### src/warp_looper_config.svh
`ifndef WARP_LOOPER_CONFIG_SVH
`define WARP_LOOPER_CONFIG_SVH

// ============================================================
// Datapath widths
// ============================================================

// One offset component, per dimension
`define WL_WBW 8
// Number of block dimensions walked by the looper
`define WL_VDIM 2
// Config id width, ids run from begin to end minus one
`define WL_NCFG_BW 4
// Shuffle order width, enough for a shift of 0..7
`define WL_CCV_BW 3

// ============================================================
// Warp and address limits
// ============================================================

// Up to 64 warps per job
`define WL_WID_BW 6
// Linear address is dim0 + pitch * dim1
`define WL_ROW_PITCH 256
`define WL_ADDR_BW 16

`endif

### src/warp_looper_pkg.sv
`default_nettype none

`include "warp_looper_config.svh"

package warp_looper_pkg;

	// ============================================================
	// Vector types
	// ============================================================

	// One offset per dimension, index 0 is the fastest dimension
	typedef logic [`WL_VDIM-1:0][`WL_WBW-1:0] ofs_vec_t;

	// Shuffle orders, one per dimension
	typedef logic [`WL_VDIM-1:0][`WL_CCV_BW-1:0] order_vec_t;

	// ============================================================
	// Index stage FSM
	// ============================================================

	// IDX_IDLE  no job held, input channel is acked
	// IDX_RUN   presenting an item that is not the final one
	// IDX_WAIT  presenting the final item, waiting for its ack
	typedef enum logic [1:0] {
		IDX_IDLE = 2'd0,
		IDX_RUN  = 2'd1,
		IDX_WAIT = 2'd2
	} idx_state_e;

endpackage

`default_nettype wire

### src/warp_looper_if.sv
`timescale 1ns/100ps
`default_nettype none

`include "warp_looper_config.svh"

// Job as it enters the looper
interface job_if ();
	import warp_looper_pkg::*;

	logic                   rdy;
	logic                   ack;
	ofs_vec_t               bofs;
	ofs_vec_t               aofs;
	ofs_vec_t               alofs;
	ofs_vec_t               grid_step;
	order_vec_t             up_order;
	order_vec_t             lo_order;
	logic [`WL_NCFG_BW-1:0] id_beg;
	logic [`WL_NCFG_BW-1:0] id_end;
	logic [`WL_NCFG_BW-1:0] id_ret;
	logic                   islast;

	modport src (
		output rdy, bofs, aofs, alofs, grid_step, up_order, lo_order,
		output id_beg, id_end, id_ret, islast,
		input  ack
	);
	modport dst (
		input  rdy, bofs, aofs, alofs, grid_step, up_order, lo_order,
		input  id_beg, id_end, id_ret, islast,
		output ack
	);
endinterface

// Job with block bounds already resolved
interface range_if ();
	import warp_looper_pkg::*;

	logic                   rdy;
	logic                   ack;
	ofs_vec_t               beg;
	ofs_vec_t               end_;
	ofs_vec_t               aofs;
	ofs_vec_t               alofs;
	order_vec_t             up_order;
	order_vec_t             lo_order;
	logic [`WL_NCFG_BW-1:0] id_beg;
	logic [`WL_NCFG_BW-1:0] id_end;
	logic [`WL_NCFG_BW-1:0] id_ret;
	logic                   islast;

	modport src (
		output rdy, beg, end_, aofs, alofs, up_order, lo_order,
		output id_beg, id_end, id_ret, islast,
		input  ack
	);
	modport dst (
		input  rdy, beg, end_, aofs, alofs, up_order, lo_order,
		input  id_beg, id_end, id_ret, islast,
		output ack
	);
endinterface

// One warp item per config id and block position
interface item_if ();
	import warp_looper_pkg::*;

	logic                   rdy;
	logic                   ack;
	logic [`WL_NCFG_BW-1:0] id;
	logic [`WL_WID_BW-1:0]  warpid;
	ofs_vec_t               bofs;
	ofs_vec_t               blofs;
	ofs_vec_t               aofs;
	ofs_vec_t               alofs;
	logic                   retire;
	logic                   islast;

	modport src (
		output rdy, id, warpid, bofs, blofs, aofs, alofs, retire, islast,
		input  ack
	);
	modport dst (
		input  rdy, id, warpid, bofs, blofs, aofs, alofs, retire, islast,
		output ack
	);
endinterface

`default_nettype wire

### src/block_range_stage.sv
`timescale 1ns/100ps
`default_nettype none

`include "warp_looper_config.svh"

module block_range_stage (
	input  logic i_clk,
	input  logic i_rst_n,
	job_if.dst   i_job,
	range_if.src o_rng
);
	import warp_looper_pkg::*;

	logic                   valid_r;
	logic                   job_take;
	ofs_vec_t               beg_w;
	ofs_vec_t               end_w;
	ofs_vec_t               beg_r;
	ofs_vec_t               end_r;
	ofs_vec_t               aofs_r;
	ofs_vec_t               alofs_r;
	order_vec_t             up_r;
	order_vec_t             lo_r;
	logic [`WL_NCFG_BW-1:0] id_beg_r;
	logic [`WL_NCFG_BW-1:0] id_end_r;
	logic [`WL_NCFG_BW-1:0] id_ret_r;
	logic                   islast_r;

	// Single entry, a new job only goes in once the held one has left
	assign i_job.ack = i_job.rdy && !valid_r;
	assign job_take  = i_job.ack;

	// Bounds are in units of the upper shuffle order
	always_comb begin
		for (int d = 0; d < `WL_VDIM; d++) begin
			beg_w[d] = i_job.bofs[d] >> i_job.up_order[d];
			end_w[d] = (i_job.bofs[d] + i_job.grid_step[d]) >> i_job.up_order[d];
		end
	end

	always_ff @(posedge i_clk or negedge i_rst_n) begin
		if (!i_rst_n) begin
			valid_r <= 1'b0;
		end else if (job_take) begin
			valid_r <= 1'b1;
		end else if (o_rng.ack) begin
			valid_r <= 1'b0;
		end
	end

	always_ff @(posedge i_clk) begin
		if (job_take) begin
			beg_r    <= beg_w;
			end_r    <= end_w;
			aofs_r   <= i_job.aofs;
			alofs_r  <= i_job.alofs;
			up_r     <= i_job.up_order;
			lo_r     <= i_job.lo_order;
			id_beg_r <= i_job.id_beg;
			id_end_r <= i_job.id_end;
			id_ret_r <= i_job.id_ret;
			islast_r <= i_job.islast;
		end
	end

	assign o_rng.rdy      = valid_r;
	assign o_rng.beg      = beg_r;
	assign o_rng.end_     = end_r;
	assign o_rng.aofs     = aofs_r;
	assign o_rng.alofs    = alofs_r;
	assign o_rng.up_order = up_r;
	assign o_rng.lo_order = lo_r;
	assign o_rng.id_beg   = id_beg_r;
	assign o_rng.id_end   = id_end_r;
	assign o_rng.id_ret   = id_ret_r;
	assign o_rng.islast   = islast_r;

endmodule

`default_nettype wire

### src/warp_index_stage.sv
`timescale 1ns/100ps
`default_nettype none

`include "warp_looper_config.svh"

module warp_index_stage (
	input  logic i_clk,
	input  logic i_rst_n,
	range_if.dst i_rng,
	item_if.src  o_item
);
	import warp_looper_pkg::*;

	idx_state_e             state_r;
	idx_state_e             state_nxt;
	logic [`WL_NCFG_BW-1:0] id_r;
	logic [`WL_NCFG_BW-1:0] id_nxt;
	logic [`WL_WID_BW-1:0]  warpid_r;
	logic [`WL_WID_BW-1:0]  warpid_nxt;
	ofs_vec_t               blk_r;
	ofs_vec_t               blk_nxt;
	logic                   carry;
	ofs_vec_t               beg_r;
	ofs_vec_t               end_r;
	ofs_vec_t               aofs_r;
	ofs_vec_t               alofs_r;
	order_vec_t             up_r;
	order_vec_t             lo_r;
	logic [`WL_NCFG_BW-1:0] id_beg_r;
	logic [`WL_NCFG_BW-1:0] id_end_r;
	logic [`WL_NCFG_BW-1:0] id_ret_r;
	logic                   islast_r;
	logic                   rng_take;
	logic                   item_take;
	logic                   last_id;
	logic                   last_blk;

	// ============================================================
	// Helpers
	// ============================================================

	// Counter sits on end minus one in every dimension
	function automatic logic is_last_blk(input ofs_vec_t blk, input ofs_vec_t bend);
		logic r;
		r = 1'b1;
		for (int d = 0; d < `WL_VDIM; d++) begin
			if (blk[d] + 8'd1 != bend[d])
				r = 1'b0;
		end
		return r;
	endfunction

	function automatic logic is_final(
		input logic [`WL_NCFG_BW-1:0] id,
		input logic [`WL_NCFG_BW-1:0] id_end,
		input ofs_vec_t               blk,
		input ofs_vec_t               bend
	);
		return ((id + 1'b1) == id_end) && is_last_blk(blk, bend);
	endfunction

	// Zero insertion, e.g. ABCDE with up 2, lo 3 gives AB00CDE
	function automatic logic [`WL_WBW-1:0] vshuf(
		input logic [`WL_WBW-1:0]    v,
		input logic [`WL_CCV_BW-1:0] up,
		input logic [`WL_CCV_BW-1:0] lo
	);
		logic [`WL_WBW-1:0] hi_mask;
		hi_mask = {`WL_WBW{1'b1}} << lo;
		return (v & ~hi_mask) | ((v & hi_mask) << up);
	endfunction

	// ============================================================
	// Handshake and loop control
	// ============================================================

	assign i_rng.ack  = (state_r == IDX_IDLE) && i_rng.rdy;
	assign rng_take   = i_rng.ack;
	assign o_item.rdy = (state_r != IDX_IDLE);
	assign item_take  = o_item.rdy && o_item.ack;

	assign last_id  = (id_r + 1'b1) == id_end_r;
	assign last_blk = is_last_blk(blk_r, end_r);

	always_comb begin
		state_nxt  = state_r;
		id_nxt     = id_r;
		warpid_nxt = warpid_r;
		blk_nxt    = blk_r;
		carry      = 1'b1;
		if (rng_take) begin
			id_nxt     = i_rng.id_beg;
			warpid_nxt = '0;
			blk_nxt    = i_rng.beg;
			state_nxt  = is_final(i_rng.id_beg, i_rng.id_end, i_rng.beg, i_rng.end_) ?
				IDX_WAIT : IDX_RUN;
		end else if (item_take) begin
			if (state_r == IDX_WAIT) begin
				state_nxt = IDX_IDLE;
			end else begin
				if (last_id) begin
					// Inner id loop done, step the block counter, dim 0 fastest
					id_nxt     = id_beg_r;
					warpid_nxt = warpid_r + 1'b1;
					for (int d = 0; d < `WL_VDIM; d++) begin
						if (carry) begin
							if (blk_r[d] + 8'd1 == end_r[d]) begin
								blk_nxt[d] = beg_r[d];
							end else begin
								blk_nxt[d] = blk_r[d] + 8'd1;
								carry      = 1'b0;
							end
						end
					end
				end else begin
					id_nxt = id_r + 1'b1;
				end
				state_nxt = is_final(id_nxt, id_end_r, blk_nxt, end_r) ? IDX_WAIT : IDX_RUN;
			end
		end
	end

	always_ff @(posedge i_clk or negedge i_rst_n) begin
		if (!i_rst_n) begin
			state_r  <= IDX_IDLE;
			id_r     <= '0;
			warpid_r <= '0;
			blk_r    <= '0;
		end else begin
			state_r  <= state_nxt;
			id_r     <= id_nxt;
			warpid_r <= warpid_nxt;
			blk_r    <= blk_nxt;
		end
	end

	// Job fields, held for the whole walk
	always_ff @(posedge i_clk) begin
		if (rng_take) begin
			beg_r    <= i_rng.beg;
			end_r    <= i_rng.end_;
			aofs_r   <= i_rng.aofs;
			alofs_r  <= i_rng.alofs;
			up_r     <= i_rng.up_order;
			lo_r     <= i_rng.lo_order;
			id_beg_r <= i_rng.id_beg;
			id_end_r <= i_rng.id_end;
			id_ret_r <= i_rng.id_ret;
			islast_r <= i_rng.islast;
		end
	end

	// ============================================================
	// Item output
	// ============================================================

	assign o_item.id     = id_r;
	assign o_item.warpid = warpid_r;
	assign o_item.aofs   = aofs_r;
	assign o_item.alofs  = alofs_r;
	assign o_item.retire = last_blk && (id_r < id_ret_r);
	// WAIT means last block and last id
	assign o_item.islast = (state_r == IDX_WAIT) && islast_r;

	always_comb begin
		for (int d = 0; d < `WL_VDIM; d++) begin
			o_item.bofs[d]  = vshuf(blk_r[d], up_r[d], lo_r[d]);
			o_item.blofs[d] = vshuf(blk_r[d] - beg_r[d], up_r[d], lo_r[d]);
		end
	end

endmodule

`default_nettype wire

### src/address_issue_stage.sv
`timescale 1ns/100ps
`default_nettype none

`include "warp_looper_config.svh"

module address_issue_stage (
	input  logic                      i_clk,
	input  logic                      i_rst_n,
	item_if.dst                       i_item,
	output logic                      o_dst_rdy,
	input  logic                      i_dst_ack,
	output logic [`WL_NCFG_BW-1:0]    o_id,
	output logic [`WL_WID_BW-1:0]     o_warpid,
	output warp_looper_pkg::ofs_vec_t o_bofs,
	output warp_looper_pkg::ofs_vec_t o_blofs,
	output warp_looper_pkg::ofs_vec_t o_aofs,
	output warp_looper_pkg::ofs_vec_t o_alofs,
	output logic                      o_retire,
	output logic                      o_islast,
	output logic [`WL_ADDR_BW-1:0]    o_addr
);

	localparam int ABW = `WL_ADDR_BW;

	logic           valid_r;
	logic           dst_take;
	logic           item_take;
	logic [ABW-1:0] col_w;
	logic [ABW-1:0] row_w;
	logic [ABW-1:0] addr_w;

	// ============================================================
	// Handshake
	// ============================================================

	assign dst_take  = valid_r && i_dst_ack;
	// Refill in the same cycle the held item leaves
	assign i_item.ack = i_item.rdy && (!valid_r || dst_take);
	assign item_take  = i_item.ack;
	assign o_dst_rdy  = valid_r;

	always_ff @(posedge i_clk or negedge i_rst_n) begin
		if (!i_rst_n) begin
			valid_r <= 1'b0;
		end else if (item_take) begin
			valid_r <= 1'b1;
		end else if (dst_take) begin
			valid_r <= 1'b0;
		end
	end

	// ============================================================
	// Linear address
	// ============================================================

	always_comb begin
		col_w  = ABW'(i_item.aofs[0]) + ABW'(i_item.bofs[0]);
		row_w  = ABW'(i_item.aofs[1]) + ABW'(i_item.bofs[1]);
		// Wraps at 16 bits
		addr_w = col_w + row_w * ABW'(`WL_ROW_PITCH);
	end

	always_ff @(posedge i_clk) begin
		if (item_take) begin
			o_id     <= i_item.id;
			o_warpid <= i_item.warpid;
			o_bofs   <= i_item.bofs;
			o_blofs  <= i_item.blofs;
			o_aofs   <= i_item.aofs;
			o_alofs  <= i_item.alofs;
			o_retire <= i_item.retire;
			o_islast <= i_item.islast;
			o_addr   <= addr_w;
		end
	end

endmodule

`default_nettype wire

### src/warp_looper_top.sv
`timescale 1ns/100ps
`default_nettype none

`include "warp_looper_config.svh"

module warp_looper_top (
	input  logic                        i_clk,
	input  logic                        i_rst_n,
	// Job input channel
	input  logic                        i_src_rdy,
	output logic                        o_src_ack,
	input  warp_looper_pkg::ofs_vec_t   i_bofs,
	input  warp_looper_pkg::ofs_vec_t   i_aofs,
	input  warp_looper_pkg::ofs_vec_t   i_alofs,
	input  warp_looper_pkg::ofs_vec_t   i_bgrid_step,
	input  warp_looper_pkg::order_vec_t i_bsub_up_order,
	input  warp_looper_pkg::order_vec_t i_bsub_lo_order,
	input  logic [`WL_NCFG_BW-1:0]      i_id_beg,
	input  logic [`WL_NCFG_BW-1:0]      i_id_end,
	input  logic [`WL_NCFG_BW-1:0]      i_id_ret,
	input  logic                        i_islast,
	// Item output channel
	output logic                        o_dst_rdy,
	input  logic                        i_dst_ack,
	output logic [`WL_NCFG_BW-1:0]      o_id,
	output logic [`WL_WID_BW-1:0]       o_warpid,
	output warp_looper_pkg::ofs_vec_t   o_bofs,
	output warp_looper_pkg::ofs_vec_t   o_blofs,
	output warp_looper_pkg::ofs_vec_t   o_aofs,
	output warp_looper_pkg::ofs_vec_t   o_alofs,
	output logic                        o_retire,
	output logic                        o_islast,
	output logic [`WL_ADDR_BW-1:0]      o_addr
);

	job_if   job_ch ();
	range_if rng_ch ();
	item_if  item_ch ();

	// Plain ports onto the job channel
	assign job_ch.rdy       = i_src_rdy;
	assign o_src_ack        = job_ch.ack;
	assign job_ch.bofs      = i_bofs;
	assign job_ch.aofs      = i_aofs;
	assign job_ch.alofs     = i_alofs;
	assign job_ch.grid_step = i_bgrid_step;
	assign job_ch.up_order  = i_bsub_up_order;
	assign job_ch.lo_order  = i_bsub_lo_order;
	assign job_ch.id_beg    = i_id_beg;
	assign job_ch.id_end    = i_id_end;
	assign job_ch.id_ret    = i_id_ret;
	assign job_ch.islast    = i_islast;

	// ============================================================
	// Stages
	// ============================================================

	block_range_stage u_range (
		.i_clk   (i_clk),
		.i_rst_n (i_rst_n),
		.i_job   (job_ch.dst),
		.o_rng   (rng_ch.src)
	);

	warp_index_stage u_index (
		.i_clk   (i_clk),
		.i_rst_n (i_rst_n),
		.i_rng   (rng_ch.dst),
		.o_item  (item_ch.src)
	);

	address_issue_stage u_issue (
		.i_clk     (i_clk),
		.i_rst_n   (i_rst_n),
		.i_item    (item_ch.dst),
		.o_dst_rdy (o_dst_rdy),
		.i_dst_ack (i_dst_ack),
		.o_id      (o_id),
		.o_warpid  (o_warpid),
		.o_bofs    (o_bofs),
		.o_blofs   (o_blofs),
		.o_aofs    (o_aofs),
		.o_alofs   (o_alofs),
		.o_retire  (o_retire),
		.o_islast  (o_islast),
		.o_addr    (o_addr)
	);

endmodule

`default_nettype wire

### config.mk
export PLATFORM = sky130hd
export DESIGN_NAME = warp_looper_top
export DESIGN_NICKNAME = d
export VERILOG_FILES = /design/src/warp_looper_pkg.sv /design/src/warp_looper_if.sv /design/src/block_range_stage.sv /design/src/warp_index_stage.sv /design/src/address_issue_stage.sv /design/src/warp_looper_top.sv
export VERILOG_INCLUDE_DIRS = /design/src
export SDC_FILE = /design/constraint.sdc
export NUM_CORES = 1
export LEC_CHECK = 0
export ABC_AREA = 1
export BUFFER_PORTS_ARGS = -buffer_cell sky130_fd_sc_hd__buf_4
export CAP_MARGIN = 20
export CORE_MARGIN = 4
export CORE_UTILIZATION = 64
export CTS_CLUSTER_DIAMETER = 50
export DETAILED_ROUTE_END_ITERATION = 7
export GPL_TIMING_DRIVEN = 0
export PLACE_DENSITY = 0.83
export RECOVER_POWER = 100
export SLEW_MARGIN = 20
export SYNTH_ARGS = -nofsm -noshare
export SYNTH_HDL_FRONTEND = slang
export SYNTH_HIERARCHICAL = 1
export SYNTH_SLANG_ARGS = --single-unit
### constraint.sdc
create_clock -name i_clk -period 11.25 [get_ports i_clk]
set_input_delay 3.375 -clock i_clk [delete_from_list [all_inputs] [get_ports i_clk]]
set_output_delay 3.375 -clock i_clk [all_outputs]
set_load 0.005 [all_outputs]
Word level (Yosys, flattened, before mapping)
Cells that the tools add are included.

Word-level logic and storage cells: 172. Register bits after elaboration: 300. Input port bits: 93. Output and inout port bits: 94.

Shifts and indexed selects: 10. $lt $le $gt $ge: 1. Reductions and logical operators: 20. Bitwise operators: 14. Equality and inequality tests: 13. Muxes and demuxes: 45. Add/subtract/negate cells: 17.

Operators with widths (number): $mux 16 (7); $and 8x8->8 (8); $add 8x1->8 const B (6); $ne 8x8->1 (6); $or 8x8->8 (4); $shl 8x3->8 (4); $shr 8x3->8 (4); $mux 4 (7); $add 8x8->8 (3); $mux 6 (4); $mux 8 (3); $mux 1 (19); $add 16x16->16 (1); $eq 8x8->1 (2); $not 8->8 (2); $shl 8x3->8 const A (2); $sub 8x8->8 (2); $add 4x1->4 const B (3); $eq 4x4->1 (3); $mux 2 (5); $reduce_bool 2->1 (5); $add 8x8->9 (1); $logic_and 1x1->1 (9); $add 6x1->6 const B (1); 8 further kinds (9).

Depth between registers and ports, before layout
Gate-level depths: netlist of run 1.

Word-level depth: 24. Mapped depth: 34. Mapped depth without buffers: 34.

Modules after synthesis
The synthesis of run 1 kept the hierarchy.

By module, submodules not included: warp_index_stage (times used 1, sequential area each 3373.2 µm², cells each 1135, area each 8441.8 µm²); block_range_stage (times used 1, sequential area each 2697.6 µm², cells each 438, area each 4511.8 µm²); address_issue_stage (times used 1, sequential area each 2787.7 µm², cells each 261, area each 3739.8 µm²).

Worst setup path before layout of run 1
OpenSTA, ideal clock, no wires.

Path type: input -> register. Start point: in i_dst_ack. End point: reg u_index.warpid_r[5] (netlist: u_index/o_item.warpid[5]). Library setup time: 0.286 ns. Setup slack: 1.267 ns. Data arrival time: 9.698 ns. Stages: 12. Buffers on the path: 0. Path through: inv_1 a21oi_1 nand2_1 nand2_1 inv_1 nor2_1 clkinv_1 a21oi_1 inv_1 nor3_1 and3_1 nor3_1.

Longest elaborated chain between the ends: 6.

RTL lines: start: declaration (line warp_looper_top.sv:24) `input logic i_dst_ack,`; $logic_and 1x1->1 (line address_issue_stage.sv:36) `assign dst_take = valid_r && i_dst_ack;`; $logic_or 1x1->1 (line address_issue_stage.sv:38) `assign i_item.ack = i_item.rdy && (!valid_r || dst_take);`; $logic_and 1x1->1 (line address_issue_stage.sv:38); named net item_ch.ack (line warp_looper_if.sv:69) `logic ack;`; $logic_and 1x1->1 (line warp_index_stage.sv:80) `assign item_take = o_item.rdy && o_item.ack;`; $reduce_bool 2->1 (no line); $reduce_and 3->1 (no line); end signal: assignment (line warp_index_stage.sv:132) `warpid_r <= warpid_nxt;`; end: declaration (line warp_index_stage.sv:18) `` logic [`WL_WID_BW-1:0] warpid_r; ``.

The timed path passes the listed nets, and every way through them passes these cells. A chain may end at the register's enable or synchronous reset.

Final worst setup path of run 1
Start point: in i_src_rdy. End point: out o_src_ack.

Longest elaborated chain between the ends: 1.

RTL lines: start: declaration (line warp_looper_top.sv:10) `input logic i_src_rdy,`; $logic_and 1x1->1 (line block_range_stage.sv:30) `assign i_job.ack = i_job.rdy && !valid_r;`; end: declaration (line warp_looper_top.sv:11) `output logic o_src_ack,`.

No other way between the ends.

==> impl_metrics.py, run 1 <==
metrics = {
    "floorplan": {
        "die_area_sq_mm": 0.0287,
        "die_w_microns": 170,
        "start_util_pct": 65.7,
        "die_h_microns": 170,
        "rows": 58,
        "coreArea_sq_mm": 0.0254,
        "io_pins": 187,
    },
    "logic_synthesis": {
        "synth_nets": 1989,
        "synth-seq-cells": 300,
        "ys_types": 52,
        "ys.flop_type": "edfxtp_1",
        "seq_area_frac_synth_pct": 53.1,
        "avgSynthCellArea_sq_um": 9.10,
        "synth_cells": 1834,
        "yosys_warnings": 6,
        "ys_async_sr_fraction_pct": 10.0,
        "synth-edff-count": 270,
        "synth_area_sq_mm": 0.0167,
    },
    "min_path": {
        "hold_end": "u_index/up_r[4]",
        "worstHoldPathCells": 0,
        "hp-class": "flop to flop",
        "min_from": "u_range/o_rng.up_order[4]",
    },
    "run_status": {
        "violations": "max-capacitance violations, max-slew violations",
        "run_status": "complete, but fails checks",
    },
    "timing": {
        "slew_headroom_pct": -134,
        "slew_viol_final": 252,
        "setup_violations": 0,
        "hold_ws_ps": 415,
        "period_needed_ps": 8760,
        "fin_skew_ps": 16.9,
        "worst_pin_slew_ps": 3510,
        "max_freq_mhz": 114,
        "hold_viol": 0,
        "rsz0062_at_grt": "no",
        "period_share_pct": 77.9,
    },
    "worst_setup_path": {
        "r2r_end": "u_range/o_rng.rdy",
        "reg2reg_depth": 7,
        "r2r_slack_ps": 5310,
        "endpoint_kind": "output pin",
        "rr_startpoint": "u_index/state_r[0]",
        "start_kind": "primary input",
        "cp.arrival_ps": 5380,
        "cp_max_fo": 35,
        "crit_required_ps": 7880,
        "critPathKind": "primary input to output pin",
    },
    "layout": {
        "instances_no_fill": 2418,
        "num-fill-cells": 1745,
        "antennaDiodeCount": 0,
        "multi_input_area_sq_mm": 0.00674,
        "areaGrowthSynthToFinish_pct": 16.8,
        "layout-drive-gt1-share_pct": 13.8,
        "nets": 2218,
        "regArea_sq_mm": 0.00886,
    },
    "clock_network": {
        "cts_resized": 0,
        "cts_hold_buf": 0,
        "cts_tree": "yes",
        "postCtsSetupRepairBufs": 0,
        "cts.sinks": 300,
        "cts_root_buf": "clkbuf_16",
        "cts.reportedPaths.clkPinSlew_ps": 60,
        "cts.path.max_buffers": 3,
        "h-tree-depth": 2,
        "clock_latency_ps": 530,
        "cts_buffers": 35,
    },
    "power_and_ir_drop": {
        "power_density_mw_per_mm2": 270,
        "max-vdd-ir-drop_uv": 243,
        "p_total_mw": 5.26,
        "power.leakage_nw": 8.55,
    },
    "route": {
        "wl_per_cell_microns": 17.9,
        "vias_per_cell": 5.87,
        "dr_total_vias": 14200,
        "postRouteAntennaNets": 0,
        "drt_first_pass_iters": 6,
        "routed_wl_microns": 43300,
        "drc": 0,
        "drt-initial-drc-count": 1440,
    },
    "global_routing": {
        "grt_pass1_vias": 13600,
        "grt_max_degree": 57,
        "gr-total-overflow": 0,
        "antenna_found_initial": 0,
        "grt_pass1_wl_microns": 67900,
        "grt_usage_pct": 29.3,
    },
    "placed_design": {
        "dp_cells": 2356,
        "gp_congestion": 0.978,
        "port_buffers": 186,
        "dp_hpwl_microns": 31700,
    },
    "job": {
        "maxCapViolCount": 6,
    },
}
[cells in the mapped netlist, types with 8 or more instances]
| master | count | area share (%) |
|---|---|---|
| nor2_2 | 12 | 0.45 |
| nand2_2 | 25 | 0.94 |
| nor2_1 | 115 | 2.6 |
| nand2_1 | 491 | 11 |
| nand3_2 | 8 | 0.48 |
| o211ai_1 | 11 | 0.49 |
| inv_1 | 210 | 4.7 |
| ha_1 | 56 | 4.2 |
| clkbuf_1 | 23 | 0.52 |
| a21oi_1 | 59 | 1.8 |
| buf_2 | 15 | 0.45 |
| o22ai_1 | 26 | 0.97 |
| o21ai_0 | 107 | 3.2 |
| nor3_1 | 9 | 0.27 |
| xor2_1 | 38 | 2.0 |
| o221ai_1 | 10 | 0.52 |
| nand4_1 | 26 | 0.97 |
| xnor2_1 | 29 | 1.5 |
| nand3_1 | 189 | 5.7 |
| edfxtp_1 | 270 | 49 |
| dfrtp_1 | 30 | 4.5 |
[through the flow]
| step | setup TNS (ps) | area (sq um) | util [%] | worst slack (ps) |
|---|---|---|---|---|
| after global placement | -21500 | 18500 | 72.8 | -1610 |
| after floorplan | 0 | 16700 | - | 1270 |
| after CTS | 0 | 19800 | 77.9 | 3800 |
| after detailed placement | 0 | 18700 | 73.5 | 3800 |
| after global routing | 0 | 19500 | 76.7 | 2310 |
| final | 0 | 19500 | 76.7 | 2490 |
[how the worst max path moves through the flow]
stage,from,to,slack (ps),depth (start not counted)
floorplan,i_dst_ack,u_index/o_item.warpid[5],1270,12
global placement,i_dst_ack,u_index/o_item.warpid[5],-1610,13
detailed placement,i_src_rdy,o_src_ack,3800,4
CTS,i_src_rdy,o_src_ack,3800,4
global route,i_src_rdy,o_src_ack,2310,4
finish,i_src_rdy,o_src_ack,2490,4
[metal layers]
layer	up-vias	GRT usage [%]	part of all wire (%)
met1	6543	39.6	40
met3	124	4.57	9.6
li1	6675	-	-
met4	0	9.56	3.0
met5	-	0	0
met2	852	49.3	48
[power breakdown]
| group | switching (mW) | internal (mW) |
|---|---|---|
| Combinational | 1.48 | 0.781 |
| Sequential | 0.212 | 1.71 |
| Clock | 0.467 | 0.612 |
[cell families after synthesis]
family	after synthesis	share of synthesized area [%]
flip-flops	300	53.1
AO/OA/AOI/OAI	235	7.96
multiplexers	6	0.360
XOR/XNOR	69	3.76
buffers and inverters	265	6.36
adder cells (fa/ha/maj)	62	4.92
AND/OR/NAND/NOR	897	23.6
[critical path, cell delays in order]
cell        delay [ps]
clkbuf_4           110
nand2_1             90
clkinvlp_2        1230
clkbuf_4           570
[cell type report]
class | count | area share, %
clock buffer | 39 | 4.57
sequential | 300 | 45.4
buffer | 46 | 1.16
inverter | 219 | 4.22
clock inverter | 23 | 1.14
tap | 330 | 2.12
multi-input combinational | 1269 | 34.6
timing repair buffer | 192 | 6.76
[cell usage in the layout, fill, tap and decap left out, drive strengths merged, types with 26 or more instances in the layout]
cell / count
nand2: 517
edfxtp: 270
clkbuf: 229
inv: 221
nand3: 198
nor2: 133
o21ai: 112
a21oi: 61
ha: 56
buf: 48
xor2: 39
dfrtp: 30
xnor2: 29
nand4: 26
o22ai: 26
Power figures use the tool's default switching activity.
==> inputs of run 2 (changes only) <==
--- a/config.mk
+++ b/config.mk
@@ -6,15 +6,15 @@
 export SDC_FILE = /design/constraint.sdc
 export NUM_CORES = 1
 export LEC_CHECK = 0
-export ABC_AREA = 1
+export ABC_AREA = 0
 export BUFFER_PORTS_ARGS = -buffer_cell sky130_fd_sc_hd__buf_4
 export CAP_MARGIN = 20
 export CORE_MARGIN = 4
-export CORE_UTILIZATION = 64
+export CORE_UTILIZATION = 59
 export CTS_CLUSTER_DIAMETER = 50
 export DETAILED_ROUTE_END_ITERATION = 7
 export GPL_TIMING_DRIVEN = 0
-export PLACE_DENSITY = 0.83
+export PLACE_DENSITY = 0.77
 export RECOVER_POWER = 100
 export SLEW_MARGIN = 20
 export SYNTH_ARGS = -nofsm -noshare
==> constraint.sdc (replaced) <==
create_clock -name i_clk -period 9.1 [get_ports i_clk]
set_input_delay 2.73 -clock i_clk [delete_from_list [all_inputs] [get_ports i_clk]]
set_output_delay 2.73 -clock i_clk [all_outputs]
set_load 0.005 [all_outputs]
==> run 2 against run 1 <==
The flow still finishes with violations (max-capacitance violations, max-slew violations). Wire length decreased by 7.7%. Critical path type unchanged. Cell count shrank 15%. Critical endpoint unchanged. Critical path depth is 1 higher.
==> impl_metrics.py, run 2 <==
metrics = {
    "run_status": {
        "run_status": "complete, but fails checks",
        "violations": "max-capacitance violations, max-slew violations",
    },
    "timing": {
        "hold_viol": 0,
        "timing.final.ws_setup_ps": 1370,
        "slew_headroom_pct": -265,
        "max_freq_mhz": 129,
        "period_share_pct": 85.0,
        "period_needed_ps": 7730,
        "worst_pin_slew_ps": 5480,
        "slew_viol_final": 277,
        "setup_violations": 0,
        "hold_ws_ps": 411,
        "rsz0062_at_grt": "no",
        "fin_skew_ps": 19.0,
    },
    "global_routing": {
        "grt_pass1_vias": 12200,
        "antenna_found_initial": 0,
        "gr-total-overflow": 0,
        "grt_pass1_wl_microns": 63500,
        "grt_max_degree": 100,
        "grt_usage_pct": 25.5,
    },
    "layout": {
        "final_cell_mix": "edfxtp_1, clkbuf_4, nand2_1, nor2_1, clkbuf_1",
        "antennaDiodeCount": 0,
        "fin_util_pct": 70.9,
        "final_common_cell": "edfxtp_1",
        "layout-drive-gt1-share_pct": 15.8,
        "areaGrowthSynthToFinish_pct": 17.1,
        "fin_area_sq_mm": 0.0193,
        "nets": 1814,
        "num-fill-cells": 2032,
    },
    "clock_network": {
        "cts.reportedPaths.clkPinSlew_ps": 60,
        "postCtsSetupRepairBufs": 0,
        "h-tree-depth": 2,
        "cts_buffers": 34,
        "cts.sinks": 300,
        "cts_root_buf": "clkbuf_16",
        "clock_latency_ps": 500,
        "cts_tree": "yes",
        "cts_resized": 0,
        "cts.path.max_buffers": 3,
        "cts_hold_buf": 0,
    },
    "floorplan": {
        "rows": 60,
        "die_w_microns": 175,
        "start_util_pct": 60.5,
        "die_area_sq_mm": 0.0307,
        "io_pins": 187,
        "coreArea_sq_mm": 0.0273,
        "die_h_microns": 175,
    },
    "power_and_ir_drop": {
        "power.leakage_nw": 7.30,
        "power_density_mw_per_mm2": 188,
        "max-vdd-ir-drop_uv": 220,
    },
    "placed_design": {
        "post_dp_cell_area_sq_mm": 0.0185,
        "gp_congestion": 0.908,
        "port_buffers": 186,
        "dp_hpwl_microns": 29300,
        "post-place-ws_ps": 2280,
    },
    "logic_synthesis": {
        "synth_cells": 1433,
        "avgSynthCellArea_sq_um": 11.5,
        "yosys_warnings": 6,
        "ys_types": 106,
        "seq_area_frac_synth_pct": 53.7,
        "synth_common_cells": "edfxtp_1, nand2_1, nor2_1",
        "ys.flop_type": "edfxtp_1",
        "synth_area_leaders": "edfxtp_1, dfrtp_1, ha_1, xnor2_1, mux2i_1",
        "synth_top_area_share_pct": 49.2,
        "synth-seq-cells": 300,
        "synth.most_common_cell": "edfxtp_1",
        "ys_async_sr_fraction_pct": 10.0,
        "synth-edff-count": 270,
        "synth_area_sq_mm": 0.0165,
        "synth_nets": 1588,
        "synth_top_area_cell": "edfxtp_1",
    },
    "worst_setup_path": {
        "start_kind": "primary input",
        "cp.arrival_ps": 5000,
        "crit_required_ps": 6370,
        "cp_max_fo": 29,
        "endpoint_kind": "output pin",
        "critPathKind": "primary input to output pin",
    },
    "route": {
        "postRouteAntennaNets": 0,
        "routed_wl_microns": 39900,
        "wl_met1_microns": 17400,
        "route.met3.wl_microns": 2930,
        "drc": 0,
        "met2_wirelength_microns": 18600,
        "drt_first_pass_iters": 5,
        "vias_per_cell": 6.08,
        "wl_per_cell_microns": 19.4,
        "dr_total_vias": 12500,
        "maxUsedRoutingLayer": "met4",
        "drt-initial-drc-count": 1338,
    },
    "job": {
        "maxCapViolCount": 6,
    },
    "min_path": {
        "hp-class": "flop to flop",
    },
}
run 2: cell count changes in the layout (fill, tap and decap cells not counted), moves of 26 or more:
cell / delta
nand2_1: -381
mux2i_1: +41
nand3_1: -149
xnor2_1: +43
o21ai_0: -26
inv_1: -151
run 2: metal layers:
metal  global-route usage (%)  up-vias
met5                        0        -
met4                     7.36        0
met3                     3.79       82
met2                     41.4      565
met1                     36.1     5980
li1                         -     5864
run 2: final cells by class:
type,instances,area (sq um),area share [%]
timing repair buffer,190,1350,6.97
buffer,63,293,1.52
clock buffer,44,910,4.71
sequential,300,8860,45.9
clock inverter,15,170,0.881
tap,372,465,2.41
inverter,63,236,1.22
multi-input combinational,1007,7040,36.4
run 2: cell families after synthesis:
logic type / synth area share [%]
buffers and inverters: 3.38
AO/OA/AOI/OAI: 15.2
flip-flops: 53.7
AND/OR/NAND/NOR: 12.5
adder cells (fa/ha/maj): 4.98
XOR/XNOR: 6.87
multiplexers: 3.35
run 2: worst paths after layout:
| kind | start | to | slack (ps) | depth (start not counted) |
|---|---|---|---|---|
| setup / recovery | i_src_rdy | o_src_ack | 1370 | 5 |
| hold / removal | u_range/o_rng.lo_order[3] | u_index/lo_r[3] | 410 | 0 |
| setup reg to reg | u_index/blk_r[9] | u_index/state_r[0] | 3520 | 17 |
| hold reg to reg | u_range/o_rng.lo_order[3] | u_index/lo_r[3] | 410 | 0 |
| max in group asynchronous | i_rst_n | u_index/blk_r[13] | 5110 | 1 |
| min in group asynchronous | i_rst_n | u_index/o_item.warpid[3] | 2800 | 1 |
run 2: power by group:
part	switching (mW)	total [mW]	leakage, nW	internal (mW)
sequential	0.0443	1.61	2.88	1.57
combinational	0.408	0.700	3.89	0.291
clock	0.521	1.32	0.524	0.796
run 2: metrics by stage:
| step | power (mW) | setup TNS (ps) | std cells |
|---|---|---|---|
| global route | 3.80 | 0 | 2054 |
| floorplan | 2.11 | 0 | 1433 |
| CTS | 3.66 | 0 | 2054 |
| global placement | 2.33 | -374 | 1991 |
| detailed placement | 2.34 | 0 | 1995 |
| finish | 3.63 | 0 | 2054 |
run 2: worst max-delay path, cell delays in order:
cell      delay, ps
buf_4            90
nor2b_1        1540
buf_16          240
buf_12          210
clkbuf_4        160
==> inputs of run 3 (changes only) <==
==> constraint.sdc (replaced) <==
create_clock -name i_clk -period 7.77 [get_ports i_clk]
set_input_delay 2.331 -clock i_clk [delete_from_list [all_inputs] [get_ports i_clk]]
set_output_delay 2.331 -clock i_clk [all_outputs]
set_load 0.005 [all_outputs]
==> run 3 against run 2 <==
Largest power group unchanged. Critical endpoint unchanged. Sequential share of layout area hardly changed. Global-route usage stayed put. The flow still finishes with violations (max-capacitance violations, max-slew violations). Critical path depth stayed put.
==> impl_metrics.py, run 3 (synthesis gave the netlist of run 2 again) <==
metrics = {
    "run_status": {
        "run_status": "complete, but fails checks",
        "violations": "max-capacitance violations, max-slew violations",
    },
    "layout": {
        "final_cell_mix": "edfxtp_1, clkbuf_4, nand2_1, nor2_1, clkbuf_1",
        "instances_no_fill": 2054,
        "num-fill-cells": 2032,
        "regArea_sq_mm": 0.00886,
        "areaGrowthSynthToFinish_pct": 17.2,
        "nets": 1814,
        "fin_util_pct": 70.9,
        "layout-drive-gt1-share_pct": 15.8,
        "final_common_cell": "edfxtp_1",
        "multi_input_area_sq_mm": 0.00705,
        "antennaDiodeCount": 0,
    },
    "clock_network": {
        "cts.sinks": 300,
        "postCtsSetupRepairBufs": 0,
        "cts_resized": 0,
        "cts.reportedPaths.clkPinSlew_ps": 60,
        "cts.path.max_buffers": 3,
        "cts_root_buf": "clkbuf_16",
        "cts_hold_buf": 0,
        "cts_buffers": 34,
        "cts_tree": "yes",
        "clock_latency_ps": 500,
        "h-tree-depth": 2,
    },
    "worst_setup_path": {
        "critPathKind": "primary input to output pin",
        "start_kind": "primary input",
        "cp_max_fo": 29,
        "endpoint_kind": "output pin",
        "rr_startpoint": "u_index/state_r[0]",
        "cp.arrival_ps": 4390,
        "r2r_slack_ps": 2200,
        "cp-endpoint": "o_src_ack",
        "startpoint": "i_src_rdy",
        "reg2reg_depth": 6,
        "crit_required_ps": 5440,
        "r2r_end": "u_index/blk_r[14]",
    },
    "route": {
        "vias_per_cell": 6.06,
        "drt-initial-drc-count": 1271,
        "drc": 0,
        "postRouteAntennaNets": 0,
        "drt_first_pass_iters": 5,
        "dr_total_vias": 12400,
        "routed_wl_microns": 39800,
        "wl_per_cell_microns": 19.4,
    },
    "timing": {
        "period_needed_ps": 6730,
        "slew_viol_final": 195,
        "timing.final.ws_setup_ps": 1040,
        "max_freq_mhz": 149,
        "hold_viol": 0,
        "hold_ws_ps": 410,
        "fin_skew_ps": 19.7,
        "setup_violations": 0,
        "worst_pin_slew_ps": 5470,
        "fin_tns_setup_ps": 0,
        "rsz0062_at_grt": "no",
        "slew_headroom_pct": -264,
        "period_share_pct": 86.6,
    },
    "placed_design": {
        "port_buffers": 186,
        "dp_hpwl_microns": 29300,
        "dp_cells": 1995,
        "post-place-ws_ps": 1750,
        "gp_congestion": 0.908,
    },
    "global_routing": {
        "gr-total-overflow": 0,
        "grt_pass1_wl_microns": 63500,
        "grt_pass1_vias": 12200,
        "antenna_found_initial": 0,
        "grt_usage_pct": 25.5,
        "grt_max_degree": 100,
    },
    "floorplan": {
        "rows": 60,
        "die_h_microns": 175,
        "coreArea_sq_mm": 0.0273,
        "io_pins": 187,
        "die_w_microns": 175,
        "die_area_sq_mm": 0.0307,
        "start_util_pct": 60.5,
    },
    "power_and_ir_drop": {
        "max-vdd-ir-drop_uv": 257,
        "power.leakage_nw": 7.30,
        "power_density_mw_per_mm2": 220,
    },
    "job": {
        "maxCapViolCount": 4,
    },
    "min_path": {
        "hp-class": "flop to flop",
    },
}
==> run 3: report_power, final <==
group,switching (mW),leakage (nW),internal (mW)
registers,0.0521,2.88,1.83
logic,0.477,3.89,0.342
clock network,0.610,0.524,0.932
total,1.14,7.30,3.11
==> run 3: area by class of cell <==
| class | count | area share (%) |
|---|---|---|
| tap | 372 | 2.41 |
| sequential | 300 | 45.8 |
| multi-input combinational | 1007 | 36.5 |
| clock inverter | 15 | 0.881 |
| inverter | 63 | 1.22 |
| timing repair buffer | 190 | 6.95 |
| buffer | 63 | 1.52 |
| clock buffer | 44 | 4.71 |
==> run 3: how the worst min path moves through the flow <==
stage | cells after the start | start | to
finish | 0 | u_range/o_rng.lo_order[3] | u_index/lo_r[3]
global route | 0 | u_range/o_rng.lo_order[3] | u_index/lo_r[3]
CTS | 0 | u_range/o_rng.aofs[9] | u_index/o_item.aofs[9]
detailed placement | 0 | u_range/o_rng.alofs[5] | u_index/o_item.alofs[5]
global placement | 0 | u_range/o_rng.id_ret[1] | u_index/id_ret_r[1]
floorplan | 0 | u_range/o_rng.id_ret[0] | u_index/id_ret_r[0]
==> run 3: worst max-delay path: stages <==
cell,delay (ps)
clkbuf_1,110
nor2b_4,550
clkbuf_1,930
buf_12,290
clkbuf_4,160
==> run 3: layer usage <==
layer  vias to the layer above  part of all wire (%)  GRT usage (%)
li1                       5859                     -              -
met1                      5944                    43           36.1
met2                       568                    47           41.4
met3                        77                   7.7           3.79
met4                         0                   2.5           7.36
met5                         -                     0              0
==> run 3: stage by stage <==
stage / power (mW) / area [sq um]
after detailed placement: 2.75 / 18500
after CTS: 4.29 / 19500
after global routing: 4.45 / 19300
final: 4.25 / 19300
after floorplan: 2.47 / 16500
after global placement: 2.73 / 18400
